**src/icache_pkg.sv**
```systemverilog
package icache_pkg;

    // cache geometry
    localparam int WAYS       = 4;
    localparam int SETS       = 128;
    localparam int LINE_WORDS = 8;

    // address segments, top three bits
    localparam logic [2:0] SEG_KSEG0    = 3'b100;
    localparam logic [2:0] SEG_UNCACHED = 3'b101;

    // byte address and instruction word
    typedef logic [31:0] addr_t;
    typedef logic [31:0] word_t;

    // address fields
    // tag is addr[31:12], index addr[11:5], word offset addr[4:2]
    typedef logic [19:0] tag_t;
    typedef logic [6:0]  index_t;
    typedef logic [2:0]  offset_t;

    // way selects
    typedef logic [WAYS-1:0] way_mask_t;
    typedef logic [1:0]      way_idx_t;

    // read-address request
    typedef struct packed {
        addr_t      addr;
        logic [7:0] len;
    } ar_req_t;

    // one read-data beat
    typedef struct packed {
        word_t data;
        logic  last;
    } r_beat_t;

    // lookup and refill controller
    typedef enum logic [2:0] {
        idle,
        lookup,
        miss_req,
        miss_fill,
        uncached_req,
        uncached_wait,
        respond
    } ctrl_state_t;

endpackage

```
**src/icache_ctrl.sv**
```systemverilog
module icache_ctrl (
    input  logic                                     clk,
    input  logic                                     rst,
    input  logic                                     fetch_req,
    input  icache_pkg::addr_t                        fetch_addr,
    output logic                                     fetch_ready,
    output logic                                     fetch_data_ok,
    output icache_pkg::word_t                        fetch_rdata,
    output icache_pkg::ar_req_t                      ar,
    output logic                                     ar_valid,
    input  logic                                     ar_ready,
    input  icache_pkg::r_beat_t                      r,
    input  logic                                     r_valid,
    output icache_pkg::index_t                       rd_index,
    output icache_pkg::offset_t                      rd_offset,
    output icache_pkg::tag_t                         lookup_tag,
    input  icache_pkg::way_mask_t                    hit_way,
    input  icache_pkg::word_t [icache_pkg::WAYS-1:0] way_words,
    input  icache_pkg::way_idx_t                     victim,
    output logic                                     touch,
    output icache_pkg::way_idx_t                     touch_way,
    output logic                                     tag_wr_en,
    output logic                                     data_wr_en,
    output icache_pkg::way_idx_t                     wr_way,
    output icache_pkg::offset_t                      wr_offset,
    output icache_pkg::word_t                        wr_data
);

    icache_pkg::ctrl_state_t state;
    icache_pkg::ctrl_state_t state_nxt;
    icache_pkg::ctrl_state_t accept_state;
    icache_pkg::addr_t       req_addr;
    icache_pkg::addr_t       bus_addr;
    icache_pkg::way_idx_t    victim_q;
    icache_pkg::way_idx_t    hit_idx;
    icache_pkg::offset_t     beat_cnt;
    icache_pkg::word_t       resp_word;
    icache_pkg::word_t       hit_word;
    logic                    hit;
    logic                    accept;
    logic                    next_cached;
    logic                    req_cached;
    logic                    fill_beat;

    assign hit         = |hit_way;
    assign fetch_ready = (state == icache_pkg::idle) || (state == icache_pkg::respond) ||
                         ((state == icache_pkg::lookup) && hit);
    assign accept      = fetch_req && fetch_ready;
    assign next_cached = fetch_addr[31:29] != icache_pkg::SEG_UNCACHED;
    assign req_cached  = req_addr[31:29] != icache_pkg::SEG_UNCACHED;
    assign fill_beat   = (state == icache_pkg::miss_fill) && r_valid;

    // where a newly accepted request goes
    assign accept_state = !accept    ? icache_pkg::idle :
                          next_cached ? icache_pkg::lookup : icache_pkg::uncached_req;

    always_comb begin
        state_nxt = state;
        unique case (state)
            icache_pkg::idle,
            icache_pkg::respond:       state_nxt = accept_state;
            icache_pkg::lookup:        state_nxt = hit ? accept_state : icache_pkg::miss_req;
            icache_pkg::miss_req:      if (ar_ready) state_nxt = icache_pkg::miss_fill;
            icache_pkg::miss_fill:     if (r_valid && r.last) state_nxt = icache_pkg::respond;
            icache_pkg::uncached_req:  if (ar_ready) state_nxt = icache_pkg::uncached_wait;
            icache_pkg::uncached_wait: if (r_valid) state_nxt = icache_pkg::respond;
            default:                   state_nxt = icache_pkg::idle;
        endcase
    end

    always_ff @(posedge clk) begin
        if (rst) begin
            state    <= icache_pkg::idle;
            beat_cnt <= '0;
        end else begin
            state <= state_nxt;
            if (fill_beat) begin
                beat_cnt <= r.last ? '0 : icache_pkg::offset_t'(beat_cnt + 1'b1);
            end
        end
    end

    always_ff @(posedge clk) begin
        if (accept) begin
            req_addr <= fetch_addr;
        end
        // victim frozen for the whole refill
        if ((state == icache_pkg::lookup) && !hit) begin
            victim_q <= victim;
        end
        if (fill_beat && (beat_cnt == req_addr[4:2])) begin
            resp_word <= r.data;
        end
        if ((state == icache_pkg::uncached_wait) && r_valid) begin
            resp_word <= r.data;
        end
    end

    // hit way select
    always_comb begin
        hit_idx  = '0;
        hit_word = '0;
        for (int w = 0; w < icache_pkg::WAYS; w++) begin
            if (hit_way[w]) begin
                hit_idx  = icache_pkg::way_idx_t'(w);
                hit_word = hit_word | way_words[w];
            end
        end
    end

    // arrays see the new address on the accept edge
    assign rd_index   = accept ? fetch_addr[11:5] : req_addr[11:5];
    assign rd_offset  = accept ? fetch_addr[4:2] : req_addr[4:2];
    assign lookup_tag = req_addr[31:12];

    assign fetch_data_ok = (state == icache_pkg::respond) || ((state == icache_pkg::lookup) && hit);
    assign fetch_rdata   = (state == icache_pkg::respond) ? resp_word : hit_word;

    // kseg0 and kseg1 both map to physical address 0
    assign bus_addr = ((req_addr[31:29] == icache_pkg::SEG_KSEG0) ||
                       (req_addr[31:29] == icache_pkg::SEG_UNCACHED)) ?
                      {3'b000, req_addr[28:0]} : req_addr;

    assign ar_valid = (state == icache_pkg::miss_req) || (state == icache_pkg::uncached_req);
    assign ar.addr  = (state == icache_pkg::miss_req) ? {bus_addr[31:5], 5'b00000} : bus_addr;
    assign ar.len   = (state == icache_pkg::miss_req) ? 8'(icache_pkg::LINE_WORDS - 1) : 8'd0;

    assign touch     = ((state == icache_pkg::lookup) && hit) ||
                       ((state == icache_pkg::respond) && req_cached);
    assign touch_way = (state == icache_pkg::lookup) ? hit_idx : victim_q;

    // tag goes in with the last beat
    assign data_wr_en = fill_beat;
    assign tag_wr_en  = fill_beat && r.last;
    assign wr_way     = victim_q;
    assign wr_offset  = beat_cnt;
    assign wr_data    = r.data;

endmodule

```
**config.mk**
```make
export PLATFORM = sky130hd
export DESIGN_NAME = icache_ctrl
export DESIGN_NICKNAME = d
export VERILOG_FILES = /design/src/icache_pkg.sv /design/src/icache_ctrl.sv
export SDC_FILE = /design/constraint.sdc
export NUM_CORES = 1
export LEC_CHECK = 0
export BUFFER_PORTS_ARGS = -buffer_cell sky130_fd_sc_hd__buf_2
export CAP_MARGIN = 20
export CELL_PAD_IN_SITES_DETAIL_PLACEMENT = 0
export CELL_PAD_IN_SITES_GLOBAL_PLACEMENT = 1
export CORE_MARGIN = 8
export CORE_UTILIZATION = 28
export CTS_BUF_LIST = sky130_fd_sc_hd__clkbuf_8
export DETAILED_ROUTE_END_ITERATION = 8
export GPL_TIMING_DRIVEN = 0
export PLACE_DENSITY = 0.94
export SLEW_MARGIN = 40
export SYNTH_ARGS = -nofsm -noshare
export SYNTH_HDL_FRONTEND = slang
export SYNTH_SLANG_ARGS = --single-unit
```
**constraint.sdc**
```tcl
create_clock -name clk -period 2.98 [get_ports clk]
set_clock_uncertainty 0.1 [all_clocks]
set_input_delay 0.298 -clock clk [delete_from_list [all_inputs] [get_ports clk]]
set_output_delay 0.298 -clock clk [all_outputs]
set_load 0.01 [all_outputs]
```
==> parameters.txt, run 1 <==
Parameter                              Value

Run status
  Status    finished, final reports clean

Synthesis
  EDFF count, synth    66
  Share of Yosys cell area claimed by the top area cell type    0.4660
  Cell types with the largest area share after synthesis    edfxtp_1 47%, buf_4 15%, a22oi_1 11%
  Sequential element share of the synthesized area    0.4943
  Library cell occupying the most area in the post-synthesis netlist    edfxtp_1
  Syn Inst Count    393
  Syn_area_per_cell    10.82 um2
  Most used DFF post-synth    edfxtp_1
  Share of flip-flops with an asynchronous set or reset after synthesis    0
  Number of unique standard cell types used by synthesis    42
  Number of flip-flops and latches in the synthesized netlist    72
  Number of warnings printed during yosys synthesis    0
  Post-synthesis cell area    0.004253 mm2

Timing
  Worst-Margin Slew    0.7827 ns
  Unrepaired setup endpoints after global routing    no
  Final Max Slew Viols    0
  Min Tclk post-route    2.768 ns
  Final setup violation count    0
  Final hold viol count    0
  Relative slew slack    0.4782
  Tcrit/Tclk final    0.9289
  Top achievable clock speed    361.3 MHz

Detailed routing
  Routed len/inst    19.01 um
  Routed Wire Length    18.74 mm
  DRT antenna net count    0
  Number of design-rule violations left by the first detailed-router iteration    255
  Detailed-route DRC error count    0
  First-pass detailed-route iteration total    5
  DR vias    4,647
  Avg Vias per Cell    4.713

CTS
  Worst-skew pair later-pin latency    0.36 ns
  Number of CTS-inserted buffers    9
  Count of clock tree sinks    72
  Maximum buffer depth of the clock tree    2
  Clock tree from TritonCTS    built
  Number of instances resized during post-cts repair    0
  Number of H-tree levels    3
  CTS clock-pin slew for the worst setup and hold paths    0.09 ns
  Root Buffer Master    clkbuf_8

Cells and area
  Number of nets in the final layout    998
  Share of layout cells above drive strength 1    0.5789
  Non-filler cells, final    986
  P&R area growth vs syn    62.61%
  Most frequent standard cell in the layout excluding fill and tap cells    buf_2
  Total non-filler cell area in the finished layout    0.006915 mm2
  Number of inserted diodes    0
  Most used cells in the layout excluding fill and tap cells    344 x buf_2, 83 x buf_4, 66 x edfxtp_1

Global routing
  Global-route total usage across every layer    0.1866
  GRT Residual Overflow    0
  Antenna violations before repair    0
  Number of global-route vias before repair    4,915
  Global-route wire length before repair    27.97 mm
  Largest net degree at the start of global routing    42

Setup path
  Worst R2R Setup Slack    0.86 ns
  Classification of the worst setup path    flip-flop to primary output
  Nature of the critical path startpoint    flip-flop
  Data arrival, critical path    2.37 ns
  Cell count of the worst reg-to-reg path    4
  CP endpoint    rd_offset[1]
  CP Max Fanout    41
  Required time of the critical path    2.58 ns
  Nature of the critical path endpoint    primary output
  Launch point of the worst path    state[1]$_SDFFE_PP0P_
  Critical R2R Capture    resp_word[1]$_DFFE_PP_
  Crit Reg-Reg Startpoint    state[0]$_SDFFE_PP0P_

Place
  Cell Area, Placed    0.006237 mm2
  Half-perimeter wire length of the detailed placement result    15.03 mm
  Number of cells after detailed placement    927
  Port-buffer cells    341
  Final weighted congestion in routability-driven placement    0.8474

Power
  Switching Share    0.2793
  Cell Pwr Density    434.5 mW/mm2
  Gate power share    0.275
  Max VDD drop    0.0003018 V
  Switching component of the power    839.3 uW
  Portion of total power attributed to the clock network    0.326
  Cell internal pwr    2.166 mW
  Leakage    3.336 nW
  Fraction of power consumed by sequential logic    0.399

Hold path
  Worst Hold Class    primary input to flip-flop
  Hold depth    1

Die
  Ports    351
  Die W    139.2 um
  Area enclosed by the die boundary    0.01939 mm2
  Height of the die    139.2 um
  Effective utilization at floorplan    0.2829
  Standard-cell rows    45
  Core Box Area    0.01503 mm2

Job
  Max-cap violations    0
==> cells by family (layout without fill, tap and decap cells) <==
family          after synthesis  after routing  synth area share
compound gates              116            116            0.1942
buf+inv                     115            516            0.1792
simple gates                 74             74           0.08591
flops                        72             72            0.4943
mux                          10             10           0.03442
xor+xnor                      4              4          0.008239
fa+ha+maj                     1              1          0.002942
other cells                   1              5         0.0008818
==> per-layer routing <==
metal / GRT usage / routed length [um] / vias up
li1: - / - / 2190
met1: 0.2143 / 7486 / 2197
met2: 0.3288 / 9604 / 231
met3: 0.04685 / 1283 / 29
met4: 0.06817 / 369 / 0
met5: 0 / 0 / -
==> worst min path at each step <==
stage          slack, ns      startpoint                      to
5_1_grt            0.008            r[9]  resp_word[8]$_DFFE_PP_
2_1_floorplan       0.26             rst   state[2]$_SDFFE_PP0P_
3_5_place_dp        0.38  fetch_addr[20]  req_addr[20]$_DFFE_PN_
4_1_cts           0.0005            r[6]  resp_word[5]$_DFFE_PP_
6_report            0.03   fetch_addr[8]   req_addr[8]$_DFFE_PN_
3_3_place_gp        0.38  fetch_addr[18]  req_addr[18]$_DFFE_PN_
==> cell usage after synthesis, drive strengths merged, types with 2 or more instances <==
library cell	count
dfxtp	6
edfxtp	66
nand3	3
clkbuf	19
nor2	40
and2	3
or3	2
a21oi	8
buf	92
xnor2	3
mux2	10
a22oi	64
nand2	6
inv	4
nand3b	3
nor2b	8
a31oi	32
nor3b	2
o21ai	3
o31ai	2
==> sequential cells by signal, indices dropped and copies added, names as in the netlist <==
name / flops
req_addr: 32
resp_word: 32
state: 3
wr_offset: 3
wr_way: 2
==> timing repair <==
item	in CTS	in global routing
endpoints found under the hold margin	43	0
hold buffers	43	0
setup endpoints to repair	0	0
setup buffers	0	0
==> metrics by stage <==
stage	hold WS, ns	power (mW)	util	TNS (ns)	setup WS, ns
finish	0.02941	3.005	0.4600	0	0.2120
CTS	0.0005116	3.040	0.4597	0	0.1611
floorplan	0.2642	1.625	-	0	0.3045
global route	0.007897	3.142	0.4600	0	0.1089
global placement	0.3752	1.988	0.4131	-18.04	-0.5681
detailed placement	0.3762	2.002	0.4149	0	0.5145
==> worst max-delay path, stage by stage (launching register included) <==
cell and delay [ns]:
dfxtp_1 0.31, buf_6 0.13, or3b_1 0.39, o32ai_2 0.25, buf_6 0.42, mux2_4 0.34
buf_2 0.15
==> power by group through the flow <==
| stage | registers, mW | logic [mW] | clock network (mW) |
|---|---|---|---|
| after floorplan | 1.21 | 0.412 | 0 |
| after detailed placement | 1.22 | 0.779 | 0 |
| final | 1.20 | 0.826 | 0.979 |
| after global routing | 1.21 | 0.887 | 1.05 |
| after CTS | 1.20 | 0.827 | 1.01 |
| after global placement | 1.22 | 0.768 | 0 |
==> layout make-up <==
class,instances,area [um2]
Clock inverter,7,118.9
Tap cell,188,235.2
Fill cell,1447,8118
Buffer,111,747.0
Sequential cell,72,2102
Multi-Input combinational cell,210,1421
Inverter,4,15.01
Timing Repair Buffer,385,2152
Clock buffer,9,123.9
No activity file was read; power rests on OpenSTA's default activity.
==> run 2: changes to the inputs <==
==> config.mk (replaced) <==
export PLATFORM = sky130hd
export DESIGN_NAME = icache_ctrl
export DESIGN_NICKNAME = d
export VERILOG_FILES = /design/src/icache_pkg.sv /design/src/icache_ctrl.sv
export SDC_FILE = /design/constraint.sdc
export NUM_CORES = 1
export LEC_CHECK = 0
export CAP_MARGIN = 20
export CELL_PAD_IN_SITES_DETAIL_PLACEMENT = 0
export CELL_PAD_IN_SITES_GLOBAL_PLACEMENT = 1
export CORE_AREA = 8 8 129 131
export CTS_BUF_LIST = sky130_fd_sc_hd__clkbuf_8
export DETAILED_ROUTE_END_ITERATION = 8
export DIE_AREA = 0 0 137 139
export DONT_BUFFER_PORTS = 1
export GPL_TIMING_DRIVEN = 0
export PLACE_DENSITY_LB_ADDON = 0.08
export SLEW_MARGIN = 40
export SYNTH_ARGS = -nofsm -noshare
export SYNTH_HDL_FRONTEND = slang
export SYNTH_SLANG_ARGS = --single-unit
==> parameters.txt, run 2 (synthesis gave the netlist of run 1 again) <==
Parameter                              Value

Setup path
  Most prevalent standard cell on the critical path    buf_6 (unchanged)
  Cell count of the worst reg-to-reg path    7 (was 4)
  Crit path max-delay cell type    buf_6 (unchanged)
  Worst-path cell chain    buf_6, or3b_1, o32ai_2, buf_6, mux2_4 (was buf_6, or3b_1, o32ai_2, buf_6, mux2_4, buf_2)
  Nature of the critical path startpoint    flip-flop (unchanged)
  Crit path largest cell delay    0.42 ns (about the same)
  Nature of the critical path endpoint    primary output (unchanged)
  Data arrival, critical path    2.28 ns (was 2.37 ns)
  Classification of the worst setup path    flip-flop to primary output (unchanged)
  Required time of the critical path    2.58 ns (about the same)
  CP Max Fanout    41 (unchanged)

Detailed routing
  Avg Vias per Cell    5.170 (was 4.713)
  Routed len/inst    25.29 um (was 19.01 um)
  Detailed-route DRC error count    0 (unchanged)
  Routed Wire Length    16.97 mm (was 18.74 mm)
  DRT antenna net count    0 (unchanged)
  Number of design-rule violations left by the first detailed-router iteration    187 (was 255)
  First-pass detailed-route iteration total    4 (was 5)
  DR vias    3,469 (was 4,647)

CTS
  Number of instances resized during post-cts repair    0 (unchanged)
  Count of buffers added by post-CTS timing repair for setup    0 (unchanged)
  CTS clock-pin slew for the worst setup and hold paths    0.07 ns (was 0.09 ns)
  Number of H-tree levels    3 (unchanged)
  Worst-skew pair later-pin latency    0.36 ns (about the same)
  Count of clock tree sinks    72 (unchanged)
  Maximum buffer depth of the clock tree    2 (unchanged)
  Number of CTS-inserted buffers    9 (unchanged)
  Root Buffer Master    clkbuf_8 (unchanged)
  Clock tree from TritonCTS    built (unchanged)

Die
  Effective utilization at floorplan    0.2883 (was 0.2829)
  Core Box Area    0.01475 mm2 (was 0.01503 mm2)
  Height of the die    139 um (was 139.2 um)
  Ports    351 (unchanged)
  Area enclosed by the die boundary    0.01904 mm2 (was 0.01939 mm2)
  Die W    137 um (was 139.2 um)
  Standard-cell rows    45 (unchanged)

Global routing
  GRT Residual Overflow    0 (unchanged)
  Global-route total usage across every layer    0.1683 (was 0.1866)
  Global-route wire length before repair    24.01 mm (was 27.97 mm)
  Number of global-route vias before repair    3,894 (was 4,915)
  Antenna violations before repair    0 (unchanged)
  Largest net degree at the start of global routing    42 (unchanged)

Timing
  Final setup violation count    0 (unchanged)
  Top achievable clock speed    373.1 MHz (was 361.3 MHz)
  Min Tclk post-route    2.681 ns (was 2.768 ns)
  Final worst setup slack    0.2995 ns (was 0.2120 ns)
  Final Max Slew Viols    0 (unchanged)
  Worst-Margin Slew    0.7496 ns (was 0.7827 ns)
  Relative slew slack    0.5002 (was 0.4782)
  Unrepaired setup endpoints after global routing    no (unchanged)
  Final hold viol count    0 (unchanged)
  Tcrit/Tclk final    0.8995 (was 0.9289)

Place
  Worst-case setup slack after placement    0.5707 ns (was 0.5145 ns)
  Final weighted congestion in routability-driven placement    0.8078 (was 0.8474)
  Half-perimeter wire length of the detailed placement result    13.45 mm (was 15.03 mm)
  Port-buffer cells    0 (was 341)

Cells and area
  Most frequent standard cell in the layout excluding fill and tap cells    buf_4 (was buf_2)
  Number of nets in the final layout    683 (was 998)
  Most used cells in the layout excluding fill and tap cells    83 x buf_4, 69 x dlygate4sd3_1, 66 x edfxtp_1 (was 344 x buf_2, 83 x buf_4, 66 x edfxtp_1)
  P&R area growth vs syn    28.77% (was 62.61%)
  Largest registers    req_addr x32, resp_word x32 (unchanged)
  Share of layout cells above drive strength 1    0.2484 (was 0.5789)
  Number of inserted diodes    0 (unchanged)

Power
  Overall Power    2.722 mW (was 3.005 mW)
  Leakage    2.106 nW (was 3.336 nW)
  Max VDD drop    0.0004286 V (was 0.0003018 V)
  Cell Pwr Density    497.0 mW/mm2 (was 434.5 mW/mm2)

Run status
  Status    finished, final reports clean (unchanged)

Hold path
  Worst Hold Class    primary input to flip-flop (unchanged)
  Hold depth    2 (was 1)

Job
  Max-cap violations    0 (unchanged)
## run 2: critical path: cells and delay by family, from the launching register on
kind	cells	cell delay, ns
buffers and inverters	2	0.55
AND/OR/NAND/NOR	1	0.38
multiplexers	1	0.37
AO/OA/AOI/OAI	1	0.28
flip-flops	1	0.31
## run 2: report_power, final
| part | internal (mW) | total, mW | switching (mW) |
|---|---|---|---|
| combinational | 0.273 | 0.574 | 0.301 |
| clock | 0.557 | 0.948 | 0.391 |
| sequential | 1.17 | 1.20 | 0.0323 |
| total | 2.00 | 2.72 | 0.724 |
## run 2: layout make-up
cell class / count / area (um2)
Fill cell: 1521 / 9275
Buffer: 111 / 747.0
Sequential cell: 72 / 2102
Inverter: 4 / 15.01
Clock inverter: 7 / 118.9
Clock buffer: 9 / 123.9
Timing Repair Buffer: 70 / 718.2
Multi-Input combinational cell: 210 / 1416
Tap cell: 188 / 235.2
## run 2: stage by stage
step	hold WS [ns]	TNS, ns	instances	area (um2)	utilization
6_report	0.03492	0	671	5477	0.3712
5_1_grt	0.02257	0	671	5477	0.3712
4_1_cts	0.01005	0	671	5477	0.3712
3_5_place_dp	0.2688	0	586	4543	0.3080
3_3_place_gp	0.2677	-23.86	585	4503	0.3053
2_1_floorplan	0.2642	0	397	4268	-
## run 2: worst paths after layout
kind | endpoint | from | slack (ns)
setup / recovery | rd_index[1] | state[1]$_SDFFE_PP0P_ | 0.30
setup reg to reg | wr_offset[1]$_SDFFE_PP0P_ | state[2]$_SDFFE_PP0P_ | 0.85
hold / removal | state[2]$_SDFFE_PP0P_ | fetch_addr[29] | 0.03
hold reg to reg | state[2]$_SDFFE_PP0P_ | state[1]$_SDFFE_PP0P_ | 0.46
## run 2: metal layers
| layer | vias up | track usage | routed length [um] |
|---|---|---|---|
| li1 | 1563 | - | - |
| met1 | 1687 | 0.1869 | 6280 |
| met2 | 211 | 0.3009 | 9040 |
| met3 | 8 | 0.05290 | 1498 |
| met4 | 0 | 0.04176 | 152 |
| met5 | - | 0 | 0 |
## run 2: repair_timing
| action | CTS | global route |
|---|---|---|
| hold buffers | 69 | 0 |
| endpoints found under the hold margin | 72 | 0 |
| endpoints found under the setup margin | 0 | 0 |
==> run 3: changes to the inputs <==
==> config.mk (replaced) <==
export PLATFORM = sky130hd
export DESIGN_NAME = icache_ctrl
export DESIGN_NICKNAME = d
export VERILOG_FILES = /design/src/icache_pkg.sv /design/src/icache_ctrl.sv
export SDC_FILE = /design/constraint.sdc
export NUM_CORES = 1
export LEC_CHECK = 0
export BUFFER_PORTS_ARGS = -buffer_cell sky130_fd_sc_hd__buf_2
export CAP_MARGIN = 20
export CELL_PAD_IN_SITES_DETAIL_PLACEMENT = 0
export CELL_PAD_IN_SITES_GLOBAL_PLACEMENT = 1
export CORE_ASPECT_RATIO = 1.2
export CORE_MARGIN = 8
export CORE_UTILIZATION = 28
export CTS_BUF_LIST = sky130_fd_sc_hd__clkbuf_8
export DETAILED_ROUTE_END_ITERATION = 8
export PLACE_DENSITY_LB_ADDON = 0.08
export SLEW_MARGIN = 0
export SYNTH_ARGS = -nofsm -noshare
export SYNTH_HDL_FRONTEND = slang
export SYNTH_SLANG_ARGS = --single-unit
==> parameters.txt, run 3 (synthesis gave the netlist of run 1 again) <==
Parameter                              Value

Detailed routing
  DR vias    4,095 (was 3,469)
  Avg Vias per Cell    4.659 (was 5.170)
  Highest metal layer with signal wires    met4 (unchanged)
  Number of design-rule violations left by the first detailed-router iteration    151 (was 187)
  Routed len/inst    20.14 um (was 25.29 um)
  DRT antenna net count    0 (unchanged)
  Detailed-route DRC error count    0 (unchanged)
  Met2 wire length    9.241 mm (was 9.040 mm)
  Routed Wire Length    17.70 mm (was 16.97 mm)
  Met3 wire length    1.511 mm (was 1.498 mm)
  Wl on met1    6.627 mm (was 6.280 mm)
  First-pass detailed-route iteration total    5 (was 4)

Place
  Final weighted congestion in routability-driven placement    0.8266 (was 0.8078)
  Worst-case setup slack after placement    0.7386 ns (was 0.5707 ns)
  Port-buffer cells    345 (was 0)
  Half-perimeter wire length of the detailed placement result    14.21 mm (was 13.45 mm)

Timing
  Final-layout setup total negative slack    0 ns (unchanged)
  Min Tclk post-route    2.564 ns (was 2.681 ns)
  Final setup violation count    0 (unchanged)
  Final hold viol count    0 (unchanged)
  Worst-Margin Slew    0.5857 ns (was 0.7496 ns)
  Final Max Slew Viols    0 (unchanged)
  Tcrit/Tclk final    0.8602 (was 0.8995)
  Top achievable clock speed    390.1 MHz (was 373.1 MHz)
  Final worst setup slack    0.4165 ns (was 0.2995 ns)
  Relative slew slack    0.6087 (was 0.5002)
  Unrepaired setup endpoints after global routing    no (unchanged)

Cells and area
  Number of filler cells placed in the layout    1,543 (was 1,521)
  Share of layout cells above drive strength 1    0.5697 (was 0.2484)
  Number of nets in the final layout    874 (was 683)
  Largest registers    req_addr x32, resp_word x32 (unchanged)
  Most frequent standard cell in the layout excluding fill and tap cells    buf_2 (was buf_4)
  P&R area growth vs syn    42.04% (was 28.77%)
  Most used cells in the layout excluding fill and tap cells    345 x buf_2, 66 x edfxtp_1, 64 x a22oi_1 (was 83 x buf_4, 69 x dlygate4sd3_1, 66 x edfxtp_1)

Setup path
  CP Max Fanout    44 (was 41)
  Required time of the critical path    2.58 ns (about the same)
  Nature of the critical path endpoint    primary output (unchanged)
  Data arrival, critical path    2.17 ns (was 2.28 ns)
  Classification of the worst setup path    flip-flop to primary output (unchanged)
  Nature of the critical path startpoint    flip-flop (unchanged)

CTS
  CTS clock-pin slew for the worst setup and hold paths    0.09 ns (was 0.07 ns)
  Worst-skew pair later-pin latency    0.34 ns (was 0.36 ns)
  Clock tree from TritonCTS    built (unchanged)
  Count of clock tree sinks    72 (unchanged)
  Root Buffer Master    clkbuf_8 (unchanged)
  Number of CTS-inserted buffers    9 (unchanged)
  Number of H-tree levels    3 (unchanged)
  Number of instances resized during post-cts repair    0 (unchanged)
  Maximum buffer depth of the clock tree    2 (unchanged)

Power
  Leakage    2.835 nW (was 2.106 nW)
  Cell Pwr Density    467.2 mW/mm2 (was 497.0 mW/mm2)
  Max VDD drop    0.0002402 V (was 0.0004286 V)
  Overall Power    2.822 mW (was 2.722 mW)

Run status
  Status    finished, final reports clean (unchanged)

Die
  Ports    351 (unchanged)
  Core Box Area    0.01490 mm2 (was 0.01475 mm2)
  Height of the die    151.0 um (was 139 um)
  Area enclosed by the die boundary    0.01940 mm2 (was 0.01904 mm2)
  Standard-cell rows    49 (was 45)
  Effective utilization at floorplan    0.2855 (was 0.2883)
  Die W    128.5 um (was 137 um)

Global routing
  GRT Residual Overflow    0 (unchanged)
  Largest net degree at the start of global routing    45 (was 42)
  Number of global-route vias before repair    4,301 (was 3,894)
  Global-route total usage across every layer    0.1702 (was 0.1683)
  Antenna violations before repair    1 (was 0)
  Global-route wire length before repair    25.14 mm (was 24.01 mm)

Hold path
  Worst Hold Class    primary input to flip-flop (unchanged)

Job
  Max-cap violations    0 (unchanged)
[run 3: metal layers]
layer,GRT usage,vias to the layer above
met5,0,-
met4,0.06004,0
li1,-,1944
met3,0.05460,21
met2,0.3094,203
met1,0.1812,1927
[run 3: final timing paths]
check                             from                        end  slack (ns)  depth (start not counted)
max reg2reg      state[1]$_SDFFE_PP0P_     resp_word[2]$_DFFE_PP_        0.81                          4
min reg2reg  wr_offset[1]$_SDFFE_PP0P_  wr_offset[1]$_SDFFE_PP0P_        0.43                          2
max              state[2]$_SDFFE_PP0P_               rd_offset[2]        0.42                          5
min                     fetch_addr[25]     req_addr[25]$_DFFE_PN_        0.03                          1
[run 3: metrics by stage]
stage          instance area, um2  hold slack [ns]    util  instances
2_1_floorplan                4268           0.2642       -        397
3_3_place_gp                 5614           0.3762  0.3768        844
3_5_place_dp                 5614           0.3761  0.3768        844
4_1_cts                      5948        0.0002184  0.3993        869
5_1_grt                      6041        0.0001313  0.4055        879
6_report                     6041          0.02822  0.4055        879
[run 3: final cells by class]
type / instances / area (um2) / share of cell area
clock buffer: 9 / 123.9 / 0.02051
timing repair buffer: 372 / 1999 / 0.3310
multi-input combinational: 210 / 1423 / 0.2355
sequential: 72 / 2102 / 0.3480
tap: 204 / 255.2 / 0.04225
antenna: 1 / 2.502 / 0.0004143
clock inverter: 7 / 120.1 / 0.01988
inverter: 4 / 15.01 / 0.002486
[run 3: where the power goes]
group | internal, mW | switching (mW)
sequential | 1.17 | 0.0357
combinational | 0.325 | 0.346
clock | 0.559 | 0.389
[run 3: worst max-delay path: stages, from the launching register on]
cell	delay (ns)
dfxtp_1	0.42
or3b_1	0.43
o32ai_4	0.16
buf_12	0.28
mux2_2	0.36
buf_2	0.14
[run 3: repair_timing]
| item | in CTS | in global routing |
|---|---|---|
| buffers inserted | 0 | 0 |
| endpoints found under the hold margin | 9 | 9 |
| hold buffers | 9 | 9 |
| setup endpoints to repair | 0 | 0 |
